==> src/source/cpu_macros.svh <==
// Core sizes and APB register map, included by the RTL, the package and the testbench
`ifndef CPU_MACROS_SVH
`define CPU_MACROS_SVH

`define CPU_XLEN       16
`define CPU_NREGS      8
`define CPU_REG_AW     $clog2(`CPU_NREGS)
`define CPU_IMEM_DEPTH 256
`define CPU_IMEM_AW    $clog2(`CPU_IMEM_DEPTH)
`define CPU_DMEM_DEPTH 256
`define CPU_DMEM_AW    $clog2(`CPU_DMEM_DEPTH)

// APB bus widths and register offsets
`define CPU_APB_AW     8
`define CPU_APB_DW     32
`define REG_CTRL       'h00
`define REG_STATUS     'h04
`define REG_IMEM_ADDR  'h08
`define REG_IMEM_DATA  'h0C
`define REG_SEL        'h10
`define REG_DATA       'h14

`endif

==> src/source/cpuDebugIf.sv <==
// Debug link between the APB register block and the pipeline stages
`timescale 1ns/1ps
`default_nettype none
`include "cpu_macros.svh"

interface cpuDebugIf;

   logic                    run;
   logic                    halted;
   logic                    imemWrEn;
   logic [`CPU_IMEM_AW-1:0] imemAddr;
   logic [`CPU_XLEN-1:0]    imemData;
   logic [`CPU_REG_AW-1:0]  regSel;
   logic [`CPU_XLEN-1:0]    regData;

   // Register block side
   modport ctrl (
      output run, imemWrEn, imemAddr, imemData, regSel,
      input  halted, regData
   );

   // Pipeline side, shared out among fetch, decode and memory/writeback
   modport core (
      input  run, imemWrEn, imemAddr, imemData, regSel,
      output halted, regData
   );

endinterface

`default_nettype wire

==> src/source/cpuDebugRegs.sv <==
// APB slave for run control, instruction memory loading and register readback
`timescale 1ns/1ps
`default_nettype none
`include "cpu_macros.svh"

module cpuDebugRegs (
   input  logic                   clk,
   input  logic                   rstN,
   input  logic                   psel,
   input  logic                   penable,
   input  logic                   pwrite,
   input  logic [`CPU_APB_AW-1:0] paddr,
   input  logic [`CPU_APB_DW-1:0] pwdata,
   output logic [`CPU_APB_DW-1:0] prdata,
   output logic                   pready,
   output logic                   pslverr,
   cpuDebugIf.ctrl                dbg
);

   logic       access;
   logic       wrEn;
   logic       known;
   logic [1:0] startCnt;

   assign access  = psel && penable;
   assign wrEn    = access && pwrite;
   assign pready  = 1'b1;
   assign pslverr = access && !known;

   // Load port goes straight to the instruction memory
   assign dbg.imemWrEn = wrEn && (paddr == `REG_IMEM_DATA);
   assign dbg.imemData = pwdata[`CPU_XLEN-1:0];

   always_comb begin
      known  = 1'b1;
      prdata = '0;
      case (paddr)
         `REG_CTRL:      prdata[0] = dbg.run;
         `REG_STATUS:    prdata[0] = dbg.halted;
         `REG_IMEM_ADDR: prdata[`CPU_IMEM_AW-1:0] = dbg.imemAddr;
         // Write-only port, reads back as zero
         `REG_IMEM_DATA: prdata = '0;
         `REG_SEL:       prdata[`CPU_REG_AW-1:0] = dbg.regSel;
         `REG_DATA:      prdata[`CPU_XLEN-1:0] = dbg.regData;
         default:        known = 1'b0;
      endcase
   end

   // A start drops run for two cycles so every stage flushes before the PC restarts
   always_ff @(posedge clk or negedge rstN) begin
      if (!rstN) begin
         dbg.run      <= 1'b0;
         startCnt     <= 2'd0;
         dbg.imemAddr <= '0;
         dbg.regSel   <= '0;
      end else begin
         if (wrEn && (paddr == `REG_CTRL)) begin
            dbg.run  <= 1'b0;
            startCnt <= pwdata[0] ? 2'd2 : 2'd0;
         end else if (startCnt != 2'd0) begin
            startCnt <= startCnt - 2'd1;
            dbg.run  <= (startCnt == 2'd1);
         end

         if (wrEn && (paddr == `REG_IMEM_ADDR)) begin
            dbg.imemAddr <= pwdata[`CPU_IMEM_AW-1:0];
         end else if (dbg.imemWrEn) begin
            dbg.imemAddr <= dbg.imemAddr + 1'b1;
         end

         if (wrEn && (paddr == `REG_SEL)) begin
            dbg.regSel <= pwdata[`CPU_REG_AW-1:0];
         end
      end
   end

endmodule

`default_nettype wire

==> src/flat_wrapper.sv <==
// flat-port wrapper written by rule: the top's interface ports become plain ports
module cpuDebugRegs_flat 
  (clk, rstN, psel, penable, pwrite, paddr, pwdata, prdata, pready, pslverr, dbg_run, dbg_imemWrEn, dbg_imemAddr, dbg_imemData, dbg_regSel, dbg_halted, dbg_regData);
  cpuDebugIf dbg_i ();
  input  logic clk;
  input  logic rstN;
  input  logic psel;
  input  logic penable;
  input  logic pwrite;
  input  logic [`CPU_APB_AW-1:0] paddr;
  input  logic [`CPU_APB_DW-1:0] pwdata;
  output logic [`CPU_APB_DW-1:0] prdata;
  output logic pready;
  output logic pslverr;
  output wire logic [$bits(dbg_i.run)-1:0] dbg_run;
  output wire logic [$bits(dbg_i.imemWrEn)-1:0] dbg_imemWrEn;
  output wire logic [$bits(dbg_i.imemAddr)-1:0] dbg_imemAddr;
  output wire logic [$bits(dbg_i.imemData)-1:0] dbg_imemData;
  output wire logic [$bits(dbg_i.regSel)-1:0] dbg_regSel;
  input wire logic [$bits(dbg_i.halted)-1:0] dbg_halted;
  input wire logic [$bits(dbg_i.regData)-1:0] dbg_regData;
  assign dbg_run = dbg_i.run;
  assign dbg_imemWrEn = dbg_i.imemWrEn;
  assign dbg_imemAddr = dbg_i.imemAddr;
  assign dbg_imemData = dbg_i.imemData;
  assign dbg_regSel = dbg_i.regSel;
  assign dbg_i.halted = dbg_halted;
  assign dbg_i.regData = dbg_regData;
  cpuDebugRegs u_core (.clk(clk), .rstN(rstN), .psel(psel), .penable(penable), .pwrite(pwrite), .paddr(paddr), .pwdata(pwdata), .prdata(prdata), .pready(pready), .pslverr(pslverr), .dbg(dbg_i));
endmodule
==> config.mk <==
export PLATFORM = sky130hd
export DESIGN_NAME = cpuDebugRegs_flat
export DESIGN_NICKNAME = d
export VERILOG_FILES = /design/src/source/cpuDebugIf.sv /design/src/source/cpuDebugRegs.sv /design/src/flat_wrapper.sv
export VERILOG_INCLUDE_DIRS = /design/src /design/src/source
export SDC_FILE = /design/constraint.sdc
export NUM_CORES = 1
export LEC_CHECK = 0
export ABC_AREA = 1
export BUFFER_PORTS_ARGS = -buffer_cell sky130_fd_sc_hd__buf_2
export CAP_MARGIN = 20
export CELL_PAD_IN_SITES_DETAIL_PLACEMENT = 1
export CELL_PAD_IN_SITES_GLOBAL_PLACEMENT = 1
export CORE_MARGIN = 5
export CORE_UTILIZATION = 25
export CTS_BUF_LIST = sky130_fd_sc_hd__clkbuf_8
export CTS_CLUSTER_SIZE = 16
export DETAILED_ROUTE_END_ITERATION = 12
export GPL_TIMING_DRIVEN = 1
export PLACE_DENSITY = 0.85
export SYNTH_ARGS = -nofsm -noshare
export SYNTH_HDL_FRONTEND = slang
export SYNTH_SLANG_ARGS = --single-unit
==> constraint.sdc <==
create_clock -name clk -period 1.6 [get_ports clk]
set_clock_uncertainty 0.15 [all_clocks]
set_input_delay 0 -clock clk [delete_from_list [all_inputs] [get_ports clk]]
set_output_delay 0 -clock clk [all_outputs]
set_load 0.05 [all_outputs]
Word level (Yosys, flattened, before mapping)
Index checks and enable logic that the tools add are counted.
{ "op_classes": {"n_addsub": 2, "multipliers": 0, "div": 0, "order_cmp": 0, "eq_ne": 6, "n_shift": 0, "n_mux": 12, "bitwise_logic": 0, "n_reduce_logical": 13} }
{ "ops": {"columns": ["op", "count"], "rows": [
  ["8-bit two-way mux", 3],
  ["8-bit by 4-bit == test with 1-bit output, second input constant", 2],
  ["8-bit by 5-bit == test with 1-bit output, second input constant", 2],
  ["5-bit one-hot mux with 2 select lines", 1],
  ["8-bit by 1-bit adder with 8-bit output, second input constant", 1],
  ["8-bit by 3-bit == test with 1-bit output, second input constant", 1],
  ["8-bit logical NOT", 1],
  ["1-bit logical AND", 7],
  ["2-bit two-way mux", 3],
  ["2-bit one-hot mux with 3 select lines", 1],
  ["2-bit nonzero test", 3],
  ["6-bit OR reduction", 1],
  ["1-bit one-hot mux with 5 select lines", 1],
  ["1-bit two-way mux", 3],
  ["2-bit by 1-bit == test with 1-bit output, second input constant", 1],
  ["2-bit by 1-bit subtractor with 2-bit output, second input constant", 1],
  ["1-bit logical NOT", 1]
]} }
{ "totals": {"ff_bits": 14, "latchBits": 0, "ram_bits": 0, "rom_bits": 0, "input_bits": 62, "elab_cells": 37, "memories": 0} }

Depth between registers and ports, before layout
{ "depth": {"word_depth": 5, "ltp_mapped": 10, "ltp_nobuf": 10} }

Worst setup path before layout
No wires, ideal clock.
{ "synth_timing": {"kind": "register to output", "from": "register u_core.dbg.imemAddr[3]", "to": "output prdata[3]", "arrival_time_ps": 1904, "required_time_ps": 1450, "slack_ps": -454, "stages_incl_launch_ff": 3, "path_cell_list": "dfrtp_1 -> inv_1 -> o21ai_0"} }
{ "synth_via": {"elab_chain_cells": 1} }
{ "synth_lines": {"columns": ["element", "line_no", "source"], "rows": [
  ["start, declared", "cpuDebugIf.sv:18", "output run, imemWrEn, imemAddr, imemData, regSel,"],
  ["start signal, assigned", "cpuDebugRegs.sv:66", "dbg.imemAddr <= pwdata[`CPU_IMEM_AW-1:0];"],
  ["start signal, assigned", "cpuDebugRegs.sv:68", "dbg.imemAddr <= dbg.imemAddr + 1'b1;"],
  ["5-bit one-hot mux with 2 select lines", "cpuDebugRegs.sv:37", "case (paddr)"],
  ["end, declared", "flat_wrapper.sv:12", "output logic [`CPU_APB_DW-1:0] prdata;"]
]} }
No other way between the ends.

Worst setup path after layout
{ "layout_timing": {"from": "register u_core.dbg.imemAddr[0]", "to": "register u_core.dbg.imemAddr[6]"} }
{ "layout_via": {"elab_chain_cells": 3} }
{ "layout_lines": {"columns": ["element", "line_no", "source"], "rows": [
  ["8-bit by 1-bit adder with 8-bit output", "cpuDebugRegs.sv:68", null],
  ["8-bit two-way mux", "cpuDebugRegs.sv:67", "end else if (dbg.imemWrEn) begin"],
  ["8-bit two-way mux", "cpuDebugRegs.sv:65", "if (wrEn && (paddr == `REG_IMEM_ADDR)) begin"]
]} }
No other way between the ends. The select of a mux whose other input is x is not followed.
A chain may end at the register's enable or synchronous reset.

==> impl_results.md <==
- Cells after Synth: 245
- Worst VDD drop: 0.204 mV
- Buf+Inv Stages, Crit Path: 0
- Max FO, Critical Path: 5
- First-pass GRT wire length: 8050 um
- CP Capture Type: flop
- Most area-consuming cells after synthesis: dfrtp_1, nand2_1, buf_4
- Final instance area: 2110 um^2
- Delay-heaviest family, CP: simple AND/OR/NAND/NOR gates
- Mapped Area: 1550 um^2
- # rows: 28
- TritonCTS clock tree: yes
- Reg2reg end: u_core.dbg.imemAddr[6]$_DFFE_PN0P_
- Horiz. Die Dim: 88.8 um
- H-tree depth: 1
- Minimum clock period: 1470 ps
- Worst slack, placed: 81.5 ps
- Clk slew on worst S/H paths: 70 ps
- Io pins: 125
- MaxCap Viol Count: 0
- R2R cell count: 10
- Peak Freq: 0.679 GHz
- Vias per inst: 4.39
- Cell Pwr Density: 606 nW/um^2
- Worst Max-Slew Pin Slew: 505 ps
- CTS Sinks: 14
- Post-synth cell types: 20
- Fin. max-slew vios: 0
- Placed Area: 1870 um^2
- Placed cells: 379
- Crit. Startpoint: u_core.dbg.imemAddr[0]$_DFFE_PN0P_
- Clock Latency Late Sink: 250 ps
- Port Buffers: 75
- Filler cells: 819
- Antenna-violating nets left: 0
- Share of cells above drive strength 1: 33.3%
- Worst reg2reg startpoint: u_core.dbg.imemAddr[0]$_DFFE_PN0P_
- Leakage: 1.24 nW
- GRT Total Usage: 13.0%
- Worst slew margin: 66.2%
- Worst Setup Path Type: reg2reg
- Slowest cell on the critical path: dfrtp_2
- Routed wire per std cell: 13.1 um
- Dpl hpwl: 4240 um
- Final Cycle Share: 92.0%
- Die Ht: 88.8 um
- Final setup fails: 0
- Ant diodes: 0
- Area grow syn2layout: 35.8%
- Post-synthesis register bit count: 14
- DRT Wirelength: 5280 um
- Reg2reg setup slack: 130 ps
- Crit path launch type: flop
- Gr ovfl total: 0
- CTS root buffer: clkbuf_8
- CTS max path bufs: 2
- RePlAce Congestion: 0.740
- Hold Fails Final Rpt: 0
- Cell mode on critical path: nand2_1
- Multi-input logic area: 887 um^2
- Initial antenna violation count: 0
- Maximum number of pins on one net before global-route repair: 18
- Post-synthesis sequential area ratio: 22.6%
- Post-synth top area share: 22.6%
- Register Area: 354 um^2
- Vias post-DR: 1766
- Hold Crit Class: in2async
- CTS Buf Count: 3
- Number of DRC markers in iteration 0: 52
- Starting density of the core: 25.9%
- Yosys warning count: 0
- CP cell instances: ha_2 -> nand2_1 -> nor2_2 -> nand2_1 -> nand2_1 -> nand2_1 -> nand2_1 -> nand2_1 -> nand2_1 -> nand2_1
- Area of the die: 7880 um^2
- Fin cells: 402
- Nets: 393
- Final hold slack: 45.9 ps
- CP Data Arrival Time: 1470 ps
- Final WS setup: 127 ps
- Mean area per synthesized cell: 6.33 um^2
- Status: finished, final reports clean
- Core box area: 5990 um^2
- Vias in the first global route: 1774
- First-pass detailed-route iteration total: 4
- CP required: 1600 ps
- Synth area leader: dfrtp_1
- # DRC: 0
- Worst path max stage delay: 410 ps
-- worst register-to-register path, delay by kind of cell (launching register included) --
kind                       cells  cell delay (ps)
and+or+nand+nor                9              590
adders and majority gates      1              220
DFF                            1              410
-- through the flow --
stage          power, W  utilization, %  TNS [ps]
6_report        0.00128            35.2         0
5_1_grt         0.00135            35.2     -9.72
4_1_cts         0.00128            34.8         0
3_5_place_dp   0.000902            31.2         0
3_3_place_gp   0.000878            31.2         0
2_1_floorplan  0.000864               -     -76.6
-- layout make-up --
cell class | count | area share [%]
Clock inverter | 1 | 0.178
Multi-Input combinational cell | 178 | 42.1
Tap cell | 75 | 4.45
Sequential cell | 14 | 16.8
Inverter | 31 | 5.76
Clock buffer | 3 | 1.96
Timing Repair Buffer | 100 | 28.7
-- routing by layer --
metal | global-route usage, % | share of wire, % | vias up
met5 | 0 | 0 | -
met4 | 4.26 | 1.1 | 0
met3 | 2.61 | 9.4 | 5
met2 | 23.3 | 49 | 69
met1 | 15.3 | 40 | 820
li1 | - | - | 872
-- how the worst max path moves through the flow --
stage	to	slack, ps	cells after the start
final	u_core.dbg.imemAddr[6]$_DFFE_PN0P_	130	10
after global routing	u_core.dbg.imemAddr[6]$_DFFE_PN0P_	-10	10
after CTS	u_core.dbg.imemAddr[6]$_DFFE_PN0P_	60	10
after detailed placement	u_core.dbg.imemAddr[6]$_DFFE_PN0P_	80	10
after global placement	u_core.dbg.imemAddr[6]$_DFFE_PN0P_	200	10
after floorplan	prdata[3]	-80	2
-- repair_timing --
action                                 CTS  global route
endpoints found under the hold margin   34             0
buffers inserted                         0             2
resized for setup                        0             2
hold buffers                            17             0
setup endpoints to repair                0             1
-- flip-flops by register name, indices dropped and copies added (netlist names) --
signal	count
u_core.dbg.run	1
u_core.startCnt	2
u_core.dbg.imemAddr	8
u_core.dbg.regSel	3
-- cells in the final DEF (no fill, tap or decap), drive strengths merged --
master and count:
buf 83, nand2 76, nand3 42, inv 31
nor2 25, conb 17, dlygate4sd3 17, dfrtp 14
o21ai 8, xor2 3, clkbuf 3, nor3 3
ha 3, clkinv 1, a21oi 1
-- synth_stat cells (all sizes together) --
library cell and number:
a21oi 1, nand2 76, conb 2, nor2 25, buf 37, dfrtp 14, o21ai 8, clkinv 1
inv 30, ha 3, nor3 3, xor2 3, nand3 42
-- power breakdown --
| group | switching, W | total, W | leakage, nW | internal [W] |
|---|---|---|---|---|
| Clock | 0.000140 | 0.000310 | 0.0269 | 0.000170 |
| Sequential | 0.0000292 | 0.000424 | 0.184 | 0.000395 |
| Combinational | 0.000383 | 0.000542 | 1.03 | 0.000159 |
-- cells by family (layout without fill, tap and decap cells) --
family	Yosys count	count (layout)	share of synthesized area, %
other cells	2	17	0.484
compound gates	9	9	2.90
flops	14	14	22.6
simple gates	146	146	44.4
fa+ha+maj	3	3	2.42
buf+inv	68	135	25.5
xor+xnor	3	3	1.69
Power figures use the tool's default switching activity.
