===== config.mk =====
export PLATFORM = sky130hd
export DESIGN_NAME = executeStage
export DESIGN_NICKNAME = d
export VERILOG_FILES = /design/src/source/cpuPkg.sv /design/src/source/executeStage.sv
export VERILOG_INCLUDE_DIRS = /design/src /design/src/source
export SDC_FILE = /design/constraint.sdc
export NUM_CORES = 1
export LEC_CHECK = 0
export ABC_AREA = 1
export BUFFER_PORTS_ARGS = -buffer_cell sky130_fd_sc_hd__buf_2
export CAP_MARGIN = 20
export CORE_ASPECT_RATIO = 1.5
export CORE_MARGIN = 2
export CORE_UTILIZATION = 50
export CTS_CLUSTER_DIAMETER = 60
export CTS_CLUSTER_SIZE = 16
export DETAILED_ROUTE_END_ITERATION = 6
export GPL_ROUTABILITY_DRIVEN = 1
export PLACE_DENSITY = 0.87
export SYNTH_ARGS = -nofsm -noshare
export SYNTH_HDL_FRONTEND = slang
export SYNTH_SLANG_ARGS = --single-unit

===== constraint.sdc =====
create_clock -name clk -period 2.9 [get_ports clk]
set_clock_uncertainty 0.1 [all_clocks]
set_input_delay 0.58 -clock clk [delete_from_list [all_inputs] [get_ports clk]]
set_output_delay 0.58 -clock clk [all_outputs]
set_load 0.05 [all_outputs]

===== src/source/cpu_macros.svh =====
// Core sizes and APB register map, included by the RTL, the package and the testbench
`ifndef CPU_MACROS_SVH
`define CPU_MACROS_SVH

`define CPU_XLEN       16
`define CPU_NREGS      8
`define CPU_REG_AW     $clog2(`CPU_NREGS)
`define CPU_IMEM_DEPTH 256
`define CPU_IMEM_AW    $clog2(`CPU_IMEM_DEPTH)
`define CPU_DMEM_DEPTH 256
`define CPU_DMEM_AW    $clog2(`CPU_DMEM_DEPTH)

// APB bus widths and register offsets
`define CPU_APB_AW     8
`define CPU_APB_DW     32
`define REG_CTRL       'h00
`define REG_STATUS     'h04
`define REG_IMEM_ADDR  'h08
`define REG_IMEM_DATA  'h0C
`define REG_SEL        'h10
`define REG_DATA       'h14

`endif


===== src/source/cpuPkg.sv =====
// Shared opcode, ALU and decoded-control types, imported by the pipeline stages
`default_nettype none
`include "cpu_macros.svh"

package cpuPkg;

   // Top four bits of every instruction
   typedef enum logic [3:0] {
      OP_NOP  = 4'h0,
      OP_ADD  = 4'h1,
      OP_SUB  = 4'h2,
      OP_AND  = 4'h3,
      OP_XOR  = 4'h4,
      OP_ADDI = 4'h5,
      OP_LBI  = 4'h6,
      OP_LD   = 4'h7,
      OP_ST   = 4'h8,
      OP_BEQZ = 4'h9,
      OP_HALT = 4'hF
   } opcodeT;

   typedef enum logic [2:0] {
      ALU_ADD,
      ALU_SUB,
      ALU_AND,
      ALU_XOR,
      ALU_PASSB
   } aluOpT;

   // All zero is a bubble
   typedef struct packed {
      aluOpT                 aluOp;
      logic                  useImm;
      logic                  regWrt;
      logic                  memRd;
      logic                  memWrt;
      logic                  isBranch;
      logic                  isHalt;
      logic [`CPU_REG_AW-1:0] rd;
   } ctrlT;

   localparam logic [`CPU_XLEN-1:0] NOP_INSTR = {OP_NOP, {(`CPU_XLEN-4){1'b0}}};

endpackage

`default_nettype wire


===== src/source/executeStage.sv =====
// Execute stage with ALU, branch resolution and the execute-to-memory register
`timescale 1ns/1ps
`default_nettype none
`include "cpu_macros.svh"

module executeStage import cpuPkg::*; (
   input  logic                 clk,
   input  logic                 rstN,
   input  ctrlT                 ctrlX,
   input  logic [`CPU_XLEN-1:0] opAX,
   input  logic [`CPU_XLEN-1:0] opBX,
   input  logic [`CPU_XLEN-1:0] storeX,
   input  logic [`CPU_XLEN-1:0] pcIncX,
   output logic                 brTaken,
   output logic [`CPU_XLEN-1:0] brTarget,
   output ctrlT                 ctrlM,
   output logic [`CPU_XLEN-1:0] resultM,
   output logic [`CPU_XLEN-1:0] storeM
);

   logic [`CPU_XLEN-1:0] aluOut;
   // Set for the cycle after a taken branch, when the delay-slot instruction is here
   logic                 killX;

   always_comb begin
      case (ctrlX.aluOp)
         ALU_ADD:   aluOut = opAX + opBX;
         ALU_SUB:   aluOut = opAX - opBX;
         ALU_AND:   aluOut = opAX & opBX;
         ALU_XOR:   aluOut = opAX ^ opBX;
         ALU_PASSB: aluOut = opBX;
         default:   aluOut = opBX;
      endcase
   end

   assign brTaken  = ctrlX.isBranch && !killX && (opAX == '0);
   assign brTarget = pcIncX + opBX;

   always_ff @(posedge clk or negedge rstN) begin
      if (!rstN) begin
         killX <= 1'b0;
         ctrlM <= '0;
      end else begin
         killX <= brTaken;
         ctrlM <= killX ? '0 : ctrlX;
      end
   end

   always_ff @(posedge clk) begin
      resultM <= aluOut;
      storeM  <= storeX;
   end

endmodule

`default_nettype wire


## After elaboration in Yosys (flattened, before gate mapping)

Cells that the tools add are included.

- Flip-flop bits (word level): 45
- Latch bits: 0
- Memory bits (writable): 0
- Memory bits (read-only): 0
- Input bits: 78
- Output and inout bits: 61
- Memories: 0

- Add/subtract/negate cells: 3
- Multiply operators: 0
- Div/mod/pow operators: 0
- Order comparisons: 0
- Equality and inequality tests: 3
- Shift operators: 0
- Muxes and demuxes: 2
- Bitwise gates (word level): 2
- Reductions and logical operators: 5

Operators with widths:

| kind | count |
|---|---|
| 16-bit case mux with 4 select lines | 1 |
| 16-bit adder | 2 |
| 16-bit bitwise AND | 1 |
| 16-bit logical NOT | 1 |
| 16-bit subtractor | 1 |
| 16-bit bitwise XOR | 1 |
| 12-bit two-way mux | 1 |
| 3-bit by 2-bit equality test with 1-bit output, second input constant | 2 |
| 3-bit by 1-bit equality test with 1-bit output, second input constant | 1 |
| 3-bit logical NOT | 1 |
| 1-bit logical AND | 2 |
| 1-bit logical NOT | 1 |

## Longest topological paths before layout

Gate-level depths: netlist (run 1).

- Depth after elaboration: 3
- Mapped depth: 21
- Depth with buffers taken out: 21

## Least setup slack after synthesis (run 1)

No wires, ideal clock.

- Path kind: input to output
- Start: input opBX[0]
- End: output brTarget[10]
- Arrival: 2453 ps
- Required time: 2220 ps
- Slack: -233 ps
- Cell stages on the path: 8
- Path through: ha_1 -> inv_1 -> fa_1 -> o21ai_2 -> nand2_1 -> nand2_1 -> a21oi_1 -> xnor2_1

- Longest elaborated chain between the ends: 1

RTL lines:

| item | RTL line | source |
|---|---|---|
| start: declaration | executeStage.sv:11 | `` input logic [`CPU_XLEN-1:0] opBX, `` |
| 16-bit adder | executeStage.sv:37 | `assign brTarget = pcIncX + opBX;` |
| end: declaration | executeStage.sv:15 | `` output logic [`CPU_XLEN-1:0] brTarget, `` |

Every way passes these cells.

## Worst setup path after layout (run 1)

- Start: input opBX[6]
- End: output brTarget[12]

Same word-level chain as after synthesis.

==> results of run 1 <==
==> flip-flops by register name, indices dropped and copies added (netlist names) <==
register,cells
ctrlM,12
killX,1
resultM,16
storeM,16
==> layer usage <==
layer / track usage [%] / vias up / part of all wire (%)
met3: 1.86 / 43 / 5.0
li1: - / 2039 / -
met4: 16.5 / 0 / 4.9
met1: 26.7 / 1867 / 37
met2: 48.0 / 174 / 53
met5: 0 / - / 0
==> power groups by stage <==
stage	registers, mW	logic, mW	clock network [mW]
after floorplan	0.876	0.606	0
after global placement	0.693	1.09	0
after detailed placement	0.695	1.11	0
after CTS	0.681	1.13	0.461
after global routing	0.684	1.26	0.485
final	0.680	1.17	0.450
==> kinds of logic (layout without fill, tap and decap cells) <==
family          Yosys count  after routing  synth area share, %
xor+xnor                 27             27                 6.49
flops                    45             45                 26.5
buf+inv                  75            249                 8.24
fa+ha+maj                49             49                 17.2
simple gates            230            230                 27.2
compound gates           86             86                 14.3
==> area by class of cell <==
| class | instances | share of cell area, % |
|---|---|---|
| Multi-Input combinational cell | 392 | 51.2 |
| Timing Repair Buffer | 172 | 19.7 |
| Sequential cell | 45 | 19.6 |
| Inverter | 69 | 5.26 |
| Tap cell | 80 | 2.03 |
| Clock buffer | 6 | 1.47 |
| Clock inverter | 2 | 0.712 |
==> Yosys cell counts <==
cell	instances	share of area, %
nor4_1	2	0.34
or2_1	1	0.17
nor2_1	48	4.9
nor3_1	4	0.55
xnor2_1	6	1.4
nor3b_1	1	0.21
o2111ai_1	1	0.24
or2_2	4	0.69
fa_1	2	1.1
nand2_4	1	0.31
nor2_2	1	0.17
dfrtp_1	13	8.9
a22oi_1	7	1.4
ha_1	47	16
a21o_1	2	0.41
dfxtp_1	32	18
a22o_1	8	1.9
o21ai_1	4	0.55
nand2_1	120	12
o21ai_0	12	1.6
nand3_1	33	4.5
nand3b_1	3	0.62
a31o_2	1	0.24
o21a_1	3	0.62
nor2_4	2	0.62
o211ai_1	4	0.82
clkbuf_1	3	0.31
nand2_2	1	0.17
buf_4	1	0.21
nand4_1	9	1.5
o221ai_1	1	0.24
o21bai_1	2	0.41
a21oi_1	39	5.4
buf_6	2	0.62
o21ai_2	1	0.24
inv_1	67	6.9
xor2_1	21	5.0
o31ai_1	1	0.21
inv_2	2	0.21
==> metrics by stage <==
| stage | worst slack (ns) | cells | power, mW | hold slack, ns |
|---|---|---|---|---|
| after floorplan | -0.0154 | 512 | 1.48 | 0.184 |
| after global placement | -0.0702 | 758 | 1.79 | 0.369 |
| after detailed placement | -0.154 | 758 | 1.81 | 0.373 |
| after CTS | 0.0276 | 766 | 2.27 | 0.0440 |
| after global routing | -0.0536 | 766 | 2.43 | 0.0549 |
| final | 0.0522 | 766 | 2.30 | 0.0347 |
==> worst max-delay path by stage <==
stage,start,endpoint,slack (ns),cells past startpoint
after global routing,opBX[0],resultM[15]$_DFF_P_,-0.05,20
after CTS,opBX[0],brTarget[12],0.03,10
after floorplan,opBX[0],brTarget[14],-0.02,9
final,opBX[6],brTarget[12],0.05,8
after detailed placement,opBX[0],resultM[15]$_DFF_P_,-0.15,20
after global placement,opBX[0],resultM[15]$_DFF_P_,-0.07,20
==> what timing repair did <==
action	CTS	global route
gates resized for setup	6	28
setup endpoints to repair	4	14
endpoints found under the hold margin	0	0
pin swaps	0	3
buffers inserted	0	0
==> placed cells by master (no fill, tap or decap), drive strengths merged, types with 2 or more instances in the layout <==
cell    Yosys  final
xnor2       6      6
nor2       51     51
nand2     122    122
a21o        2      2
nand4       9      9
fa          2      2
xor2       21     21
a21oi      39     39
ha         47     47
nand3      33     33
o211ai      4      4
dfrtp      13     13
o21a        3      3
or2         5      5
dfxtp      32     32
a22o        8      8
nand3b      3      3
a22oi       7      7
buf         3    171
nor3        4      4
nor4        2      2
inv        69     69
clkbuf      3      7
o21ai      17     17
o21bai      2      2
==> critical path, stage by stage <==
cell and delay [ns]:
buf_2 0.13, ha_2 0.38, nand2_1 0.13, o21ai_0 0.38
nand2_1 0.14, nand3_2 0.11, xor2_2 0.15, buf_6 0.17
==> metrics.txt, run 1 <==
mapped cell area 0.00365 mm2; TritonCTS Buffers 5; Slew headroom 69.7%; RSZ-0062 raised after global routing yes; synth unique cells 39; sequential power share 29.6%; Core ar. 0.00713 mm2; Via density 5.38; Die W 73.7 um; Num Clock Sinks 45; Die Y 109 um; Routed WL 10,400 um; Synth Instances 512; share of cells above drive strength 1 32.1%; DRC Markers 0; first-pass GRT wire length 16,300 um; gpl congestion 0.913; initial antenna violation count 0; Setup TNS Final 0 ns; die area 0.00801 mm2; worst path required time 2.22 ns; vias 4,123; Static Leakage 2.75 nW; P_int 1.31 mW; DRT Pass-1 Iters 5; fin crit share 98.2%; Clock Power Share 19.6%; yosys warns 0; peak supply drop 0.345 mV; hpwl dp 8620 um; clk_lat worst skew 0.30 ns; sequential cell area 966 um2; worst r2r src killX$_DFF_PN0_; Critical Path End Type primary output; post-layout util 69.0%; wire per inst 13.6 um; CTS tree done; status completed; NetSw 988 uW; crit path max fanout 4; synthesis-stage register bit count 45; Syn Nets 639; Net Sw Frac 43.0%; gr usage total 25.8%; gr ovfl total 0; Reg-to-Reg End killX$_DFF_PN0_; Worst Hold Class in2async; # fillers 603; largest net degree at the start of global routing 17; row count 38; Reg clk slew, reported paths 0.08 ns; DRT iter0 DRCs 168; post-layout min period 2.85 ns; CTS root buf clkbuf_8; max-slew violations 0; worst setup path class in2out; r2r setup slk 1.44 ns; reg2reg path depth 3; maxcap violations 0; Area growth, synth to finish 35.0%; initial core utilization 51.1%; multi-input logic area 0.00252 mm2; Final Net Count 812; I/O pin cnt 139; fin area 0.00492 mm2; Post-Place Cell Area 0.00469 mm2; Seq/Total Area, Yosys 26.5%; fmax 351 MHz; H-tree Lvls 2; vias in the first global route 3,963; Data arrival, critical path 2.17 ns; Mean Syn Cell Area 7.12 um2; final setup vio count 0; Hold Buf Count CTS 0; startpoint types input port; Diodes inserted 0; count of final hold-check violations 0; Worst-Margin Slew 0.453 ns; Antenna Violating Nets Remaining 0; logic gate share of total power 50.8%; clk buf depth 2; power density over the cells 467 mW/mm2; Buffers on Ports 138
No activity file was read; power rests on OpenSTA's default activity.
==> inputs of run 2 (changes only) <==
ABC_CLOCK_PERIOD_IN_PS = 2900   (was not set)
REMOVE_ABC_BUFFERS = 1   (was not set)
==> metrics.txt, run 2 (synthesis results as in run 1) <==
status completed (unchanged); row count 38 (unchanged); die area 0.00801 mm2 (unchanged); Slew headroom 60.8% (was 69.7%); Buffers on Ports 138 (unchanged); most frequent cells in the layout buf_2 (132), nand2_1 (117), inv_1 (67), nor2_1 (46), ha_1 (44) (was buf_2 (131), nand2_1 (114), inv_1 (66), nor2_1 (45), ha_1 (42)); CTS tree done (unchanged); gpl congestion 0.922 (was 0.913); final setup vio count 0 (unchanged); TritonCTS Buffers 5 (unchanged); most common cell after layout, fill and taps aside buf_2 (unchanged); Core ar. 0.00713 mm2 (unchanged); Critical Path End Type primary output (unchanged); hpwl dp 9070 um (was 8620 um); Die Y 109 um (unchanged); clk_lat worst skew 0.31 ns (was 0.30 ns); gr usage total 27.0% (was 25.8%); first-pass GRT wire length 16,900 um (was 16,300 um); fmax 352 MHz (was 351 MHz); post-layout util 67.8% (was 69.0%); DRT iter0 DRCs 188 (was 168); placed instance count 758 (unchanged); maxcap violations 0 (unchanged); I/O pin cnt 139 (unchanged); Post-Place Cell Area 0.00465 mm2 (was 0.00469 mm2); max-slew violations 0 (unchanged); worst setup path class in2out (unchanged); Antenna Violating Nets Remaining 0 (unchanged); Num Clock Sinks 45 (unchanged); Setup Buffers After CTS 0 (unchanged); Data arrival, critical path 2.16 ns (was 2.17 ns); count of final hold-check violations 0 (unchanged); Pwr Total 2.23 mW (was 2.30 mW); Via density 5.33 (was 5.38); Final Net Count 812 (unchanged); largest net degree at the start of global routing 17 (unchanged); reg2reg path depth 3 (unchanged); Die W 73.7 um (unchanged); Reg clk slew, reported paths 0.09 ns (was 0.08 ns); fin area 0.00483 mm2 (was 0.00492 mm2); Worst-Margin Slew 0.583 ns (was 0.453 ns); Largest regs resultM: 16 flops, storeM: 16 flops, ctrlM: 12 flops (unchanged); post-layout min period 2.84 ns (was 2.85 ns); initial antenna violation count 0 (unchanged); fin crit share 98.0% (was 98.2%); Worst Hold Class in2async (unchanged); power density over the cells 461 mW/mm2 (was 467 mW/mm2); Diodes inserted 0 (unchanged); final non-filler cell total 766 (unchanged); vias in the first global route 3,978 (was 3,963); CTS root buf clkbuf_8 (unchanged); worst path required time 2.22 ns (about the same); DRT Pass-1 Iters 5 (unchanged); startpoint types input port (unchanged); Routed WL 10,700 um (was 10,400 um); peak supply drop 0.236 mV (was 0.345 mV); Static Leakage 2.72 nW (was 2.75 nW); Area growth, synth to finish 32.6% (was 35.0%); wire per inst 13.9 um (was 13.6 um); clk buf depth 2 (unchanged); gr ovfl total 0 (unchanged); share of cells above drive strength 1 30.3% (was 32.1%); initial core utilization 51.1% (unchanged); H-tree Lvls 2 (unchanged); vias 4,081 (was 4,123); crit path max fanout 5 (was 4); DRC Markers 0 (unchanged)
-- run 2: stage by stage --
stage	worst slack [ns]	hold WS, ns	TNS (ns)
final	0.0587	0.0327	0
after detailed placement	-0.0931	0.372	-0.660
after floorplan	-0.233	0.184	-0.765
after global routing	-0.0184	0.0519	-0.0469
after CTS	0.0609	0.0295	0
after global placement	-0.0632	0.362	-0.228
-- run 2: layout make-up --
type | instances | area [um2]
clock inverter | 3 | 25.0
timing repair buffer | 172 | 961
fill | 623 | 2300
tap | 80 | 100
multi-input combinational | 392 | 2450
sequential | 45 | 966
clock buffer | 5 | 68.8
inverter | 69 | 259
-- run 2: path summary, 6_finish.rpt --
check	endpoint	slack, ns	from
max	brTarget[10]	0.06	opBX[3]
min reg2reg	ctrlM[8]$_DFF_PN0_	0.56	killX$_DFF_PN0_
max reg2reg	killX$_DFF_PN0_	1.47	killX$_DFF_PN0_
min in group clk	storeM[2]$_DFF_P_	0.27	storeX[2]
min	ctrlM[4]$_DFF_PN0_	0.03	rstN
max in group asynchronous	ctrlM[1]$_DFF_PN0_	2.45	rstN
-- run 2: repair_timing --
item	CTS	global route
endpoints found under the setup margin	4	11
pin swaps	0	2
hold buffers	0	0
gates resized for setup	4	20
-- run 2: critical path, cell delays in order --
cell and delay [ns]:
buf_2 0.15, ha_1 0.38, a21oi_1 0.20, o21ai_2 0.09
nand2_1 0.08, nand2_2 0.08, a21oi_1 0.17, xnor2_1 0.14
buf_2 0.28
-- run 2: power breakdown --
group | leakage, nW | switching (mW) | total, mW | internal, mW
Clock | 0.0447 | 0.221 | 0.395 | 0.174
Sequential | 0.424 | 0.0112 | 0.681 | 0.670
Combinational | 2.25 | 0.777 | 1.15 | 0.373
Total | 2.72 | 1.01 | 2.23 | 1.22
-- run 2: layer usage --
layer	wire length, um	global-route usage, %	up-vias
met4	640	18.4	0
met2	5640	50.1	157
met3	434	2.33	43
met5	0	0	-
met1	3970	27.4	1835
li1	-	-	2046
==> inputs of run 3 (changes only) <==
ABC_AREA = not set   (was 1)
CORE_UTILIZATION = 49   (was 50)
==> metrics.txt, run 3 <==
EDFF count, synth 0 (unchanged); Net Sw Frac 42.7% (was 45.4%); most frequent cells in the layout buf_2 (120), buf_4 (75), ha_1 (36), dfxtp_1 (32), nor2_1 (27) (was buf_2 (132), nand2_1 (117), inv_1 (67), nor2_1 (46), ha_1 (44)); worst setup path class in2out (unchanged); synthesis-stage register bit count 45 (unchanged); crit path max fanout 3 (was 5); most frequent cell after synthesis ha_1 (was nand2_1); mapped cell area 0.00343 mm2 (was 0.00365 mm2); Reg clk slew, reported paths 0.09 ns (about the same); Synth Instances 392 (was 512); worst r2r src killX$_DFF_PN0_ (unchanged); gpl congestion 0.936 (was 0.922); area share of the largest cell type after synthesis 18.7% (was 17.6%); DRC Markers 2 (was 0); vias 4,245 (was 4,081); fmax 306 MHz (was 352 MHz); TritonCTS Buffers 5 (unchanged); CP bufs+invs 3 (was 2); NetSw 1.14 mW (was 1.01 mW); Slew headroom 50.5% (was 60.8%); # fillers 380 (was 623); yosys warns 0 (unchanged); count of final hold-check violations 0 (unchanged); Routed WL 14,100 um (was 10,700 um); logic gate share of total power 56.8% (was 51.7%); Primary FF master, synth dfxtp_1 (unchanged); Data arrival, critical path 2.59 ns (was 2.16 ns); Reg-to-Reg End killX$_DFF_PN0_ (unchanged); GR peak layer met2 (unchanged); CP top delay family compound AO/OA/AOI/OAI gates (unchanged); most common cell after layout, fill and taps aside buf_2 (unchanged); Worst-Margin Slew 0.736 ns (was 0.583 ns); wire per inst 20.4 um (was 13.9 um); P_int 1.53 mW (was 1.22 mW); Diodes inserted 0 (unchanged); first-pass GRT wire length 18,700 um (was 16,900 um); gr ovfl total 0 (unchanged); final hold slack 0.0476 ns (was 0.0327 ns); fraction of registers with async set/reset 28.9% (unchanged); RSZ-0062 raised after global routing yes; Largest regs resultM: 16 flops, storeM: 16 flops, ctrlM: 12 flops (unchanged); Static Leakage 2.70 nW (was 2.72 nW); CTS tree done (unchanged); Buffers on Ports 138 (unchanged); CP peak stage delay 0.45 ns (was 0.38 ns); die area 0.00769 mm2 (was 0.00801 mm2); final setup vio count 18 (was 0); power density over the cells 475 mW/mm2 (was 461 mW/mm2); initial core utilization 50.4% (was 51.1%); share of cells above drive strength 1 52.1% (was 30.3%); Mean Syn Cell Area 8.74 um2 (was 7.12 um2); largest area contributor in the netlist dfxtp_1 (unchanged); clk buf depth 2 (unchanged); r2r setup slk 1.79 ns (was 1.47 ns); Die W 72.3 um (was 73.7 um); Area growth, synth to finish 63.9% (was 32.6%); Final Net Count 738 (was 812); gr usage total 31.3% (was 27.0%); Seq/Total Area, Yosys 28.2% (was 26.5%); placed instance count 671 (was 758); largest net degree at the start of global routing 19 (was 17); max-slew violations 0 (unchanged); post-layout min period 3.27 ns (was 2.84 ns); startpoint types input port (unchanged); pre-CTS WS -0.725 ns (was -0.0931 ns); I/O pin cnt 139 (unchanged); failing checks design-rule violations, negative setup slack; Commonest cells post-synth ha_1 (47), a21oi_1 (34), nor2_1 (33) (was nand2_1 (120), inv_1 (67), nor2_1 (48)); Worst Hold Class in2async (unchanged); Clock Power Share 17.6% (was 17.7%); H-tree Lvls 2 (unchanged); met2 GRT Util 56.5% (was 50.1%); Antenna Violating Nets Remaining 0 (unchanged); initial antenna violation count 0 (unchanged); slack of the critical path -0.371 ns (was 0.0587 ns); met3 GRT Util 5.12% (was 2.33%); CP max stage cell or4_4 (was ha_1); status finished, violations left (was completed); ranking of synthesized cells by area dfxtp_1 (19%), ha_1 (17%), dfrtp_1 (9.5%) (was dfxtp_1 (18%), ha_1 (16%), nand2_1 (12%)); sequential cell area 966 um2 (unchanged); Critical Path End Type primary output (unchanged); Core ar. 0.00681 mm2 (was 0.00713 mm2); worst path required time 2.22 ns (about the same); CTS root buf clkbuf_8 (unchanged); clk_lat worst skew 0.29 ns (was 0.31 ns); fin crit share 113% (was 98.0%); final non-filler cell total 690 (was 766); Hold Buf Count CTS 0 (unchanged); synth unique cells 51 (was 39); Die Y 106 um (was 109 um); vias in the first global route 4,044 (was 3,978); multi-input logic area 0.00290 mm2 (was 0.00245 mm2); worst path cell trace buf_8 -> ha_4 -> buf_6 -> a21oi_4 -> o21ai_2 -> o21a_1 -> or4_4 -> a31o_4 -> a21oi_2 -> xnor2_1 -> buf_4 (was buf_2 -> ha_1 -> a21oi_1 -> o21ai_2 -> nand2_1 -> nand2_2 -> a21oi_1 -> xnor2_1 -> buf_2); sequential power share 25.6% (was 30.6%); Pwr Total 2.67 mW (was 2.23 mW); DRT Pass-1 Iters 7 (was 5); Num Clock Sinks 45 (unchanged); DRT iter0 DRCs 454 (was 188); Via density 6.15 (was 5.33); reg2reg path depth 3 (unchanged); row count 37 (was 38); met1 GRT Util 31.4% (was 27.4%); peak supply drop 0.267 mV (was 0.236 mV); maxcap violations 0 (unchanged); hpwl dp 8930 um (was 9070 um)
==> run 3: changes by cell type in the layout (fill, tap and decap cells not counted), moves of 10 or more <==
cell,previous run,this run
buf_4,38,75
buf_6,0,24
nand3_1,33,3
mux2i_1,0,13
xnor2_1,6,23
nand2_1,117,20
nor2_1,46,27
inv_1,67,17
xor2_1,21,11
buf_2,132,120
nor2b_1,0,11
a21oi_1,35,18
==> run 3: worst max path at each step <==
| stage | startpoint | endpoint | slack (ns) | cells after the start |
|---|---|---|---|---|
| after detailed placement | opBX[0] | brTarget[12] | -0.73 | 12 |
| after global placement | opBX[4] | resultM[15]$_DFF_P_ | -0.62 | 14 |
| after CTS | pcIncX[0] | brTarget[12] | -0.40 | 12 |
| final | opBX[0] | brTarget[9] | -0.37 | 11 |
| after floorplan | opBX[0] | brTarget[14] | -1.54 | 9 |
| after global routing | opBX[0] | brTarget[12] | -0.41 | 12 |
==> run 3: cell type report <==
type / count / area share, %
Tap cell: 78 / 1.74
Clock inverter: 2 / 0.624
Clock buffer: 6 / 1.29
Inverter: 19 / 1.27
Multi-Input combinational cell: 318 / 51.6
Sequential cell: 45 / 17.2
Timing Repair Buffer: 222 / 26.3
==> run 3: per-layer routing <==
metal,vias to the layer above,wire (um)
li1,1857,-
met1,1929,4520
met2,341,7110
met3,118,1360
met4,0,1100
met5,-,0
==> run 3: logic make-up after synthesis <==
logic type,count (synthesis),synth area share (%)
AND/OR/NAND/NOR,114,16.6
AO/OA/AOI/OAI,97,17.9
adder cells (fa/ha/maj),49,18.3
flip-flops,45,28.2
XOR/XNOR,39,9.97
buffers and inverters,29,3.25
multiplexers,19,5.77
==> run 3: through the flow <==
step,util (%),area (um2),TNS (ns)
2_1_floorplan,-,3390,-5.99
3_3_place_gp,69.4,4720,-8.11
3_5_place_dp,69.4,4720,-9.51
4_1_cts,78.6,5350,-2.52
5_1_grt,82.6,5620,-4.62
6_report,82.6,5620,-3.32
==> run 3: power by group through the flow <==
stage               Sequential [mW]  Clock [mW]  Combinational, mW
detailed placement            0.698           0               1.21
floorplan                     0.885           0              0.592
global placement              0.697           0               1.17
finish                        0.684       0.469               1.52
global route                  0.689       0.490               1.58
CTS                           0.684       0.472               1.35
==> run 3: timing repair <==
action,CTS,global route
gates resized for setup,100,57
pin swaps,53,45
endpoints found under the hold margin,0,0
setup buffers,9,6
cloned,0,0
setup endpoints to repair,17,20
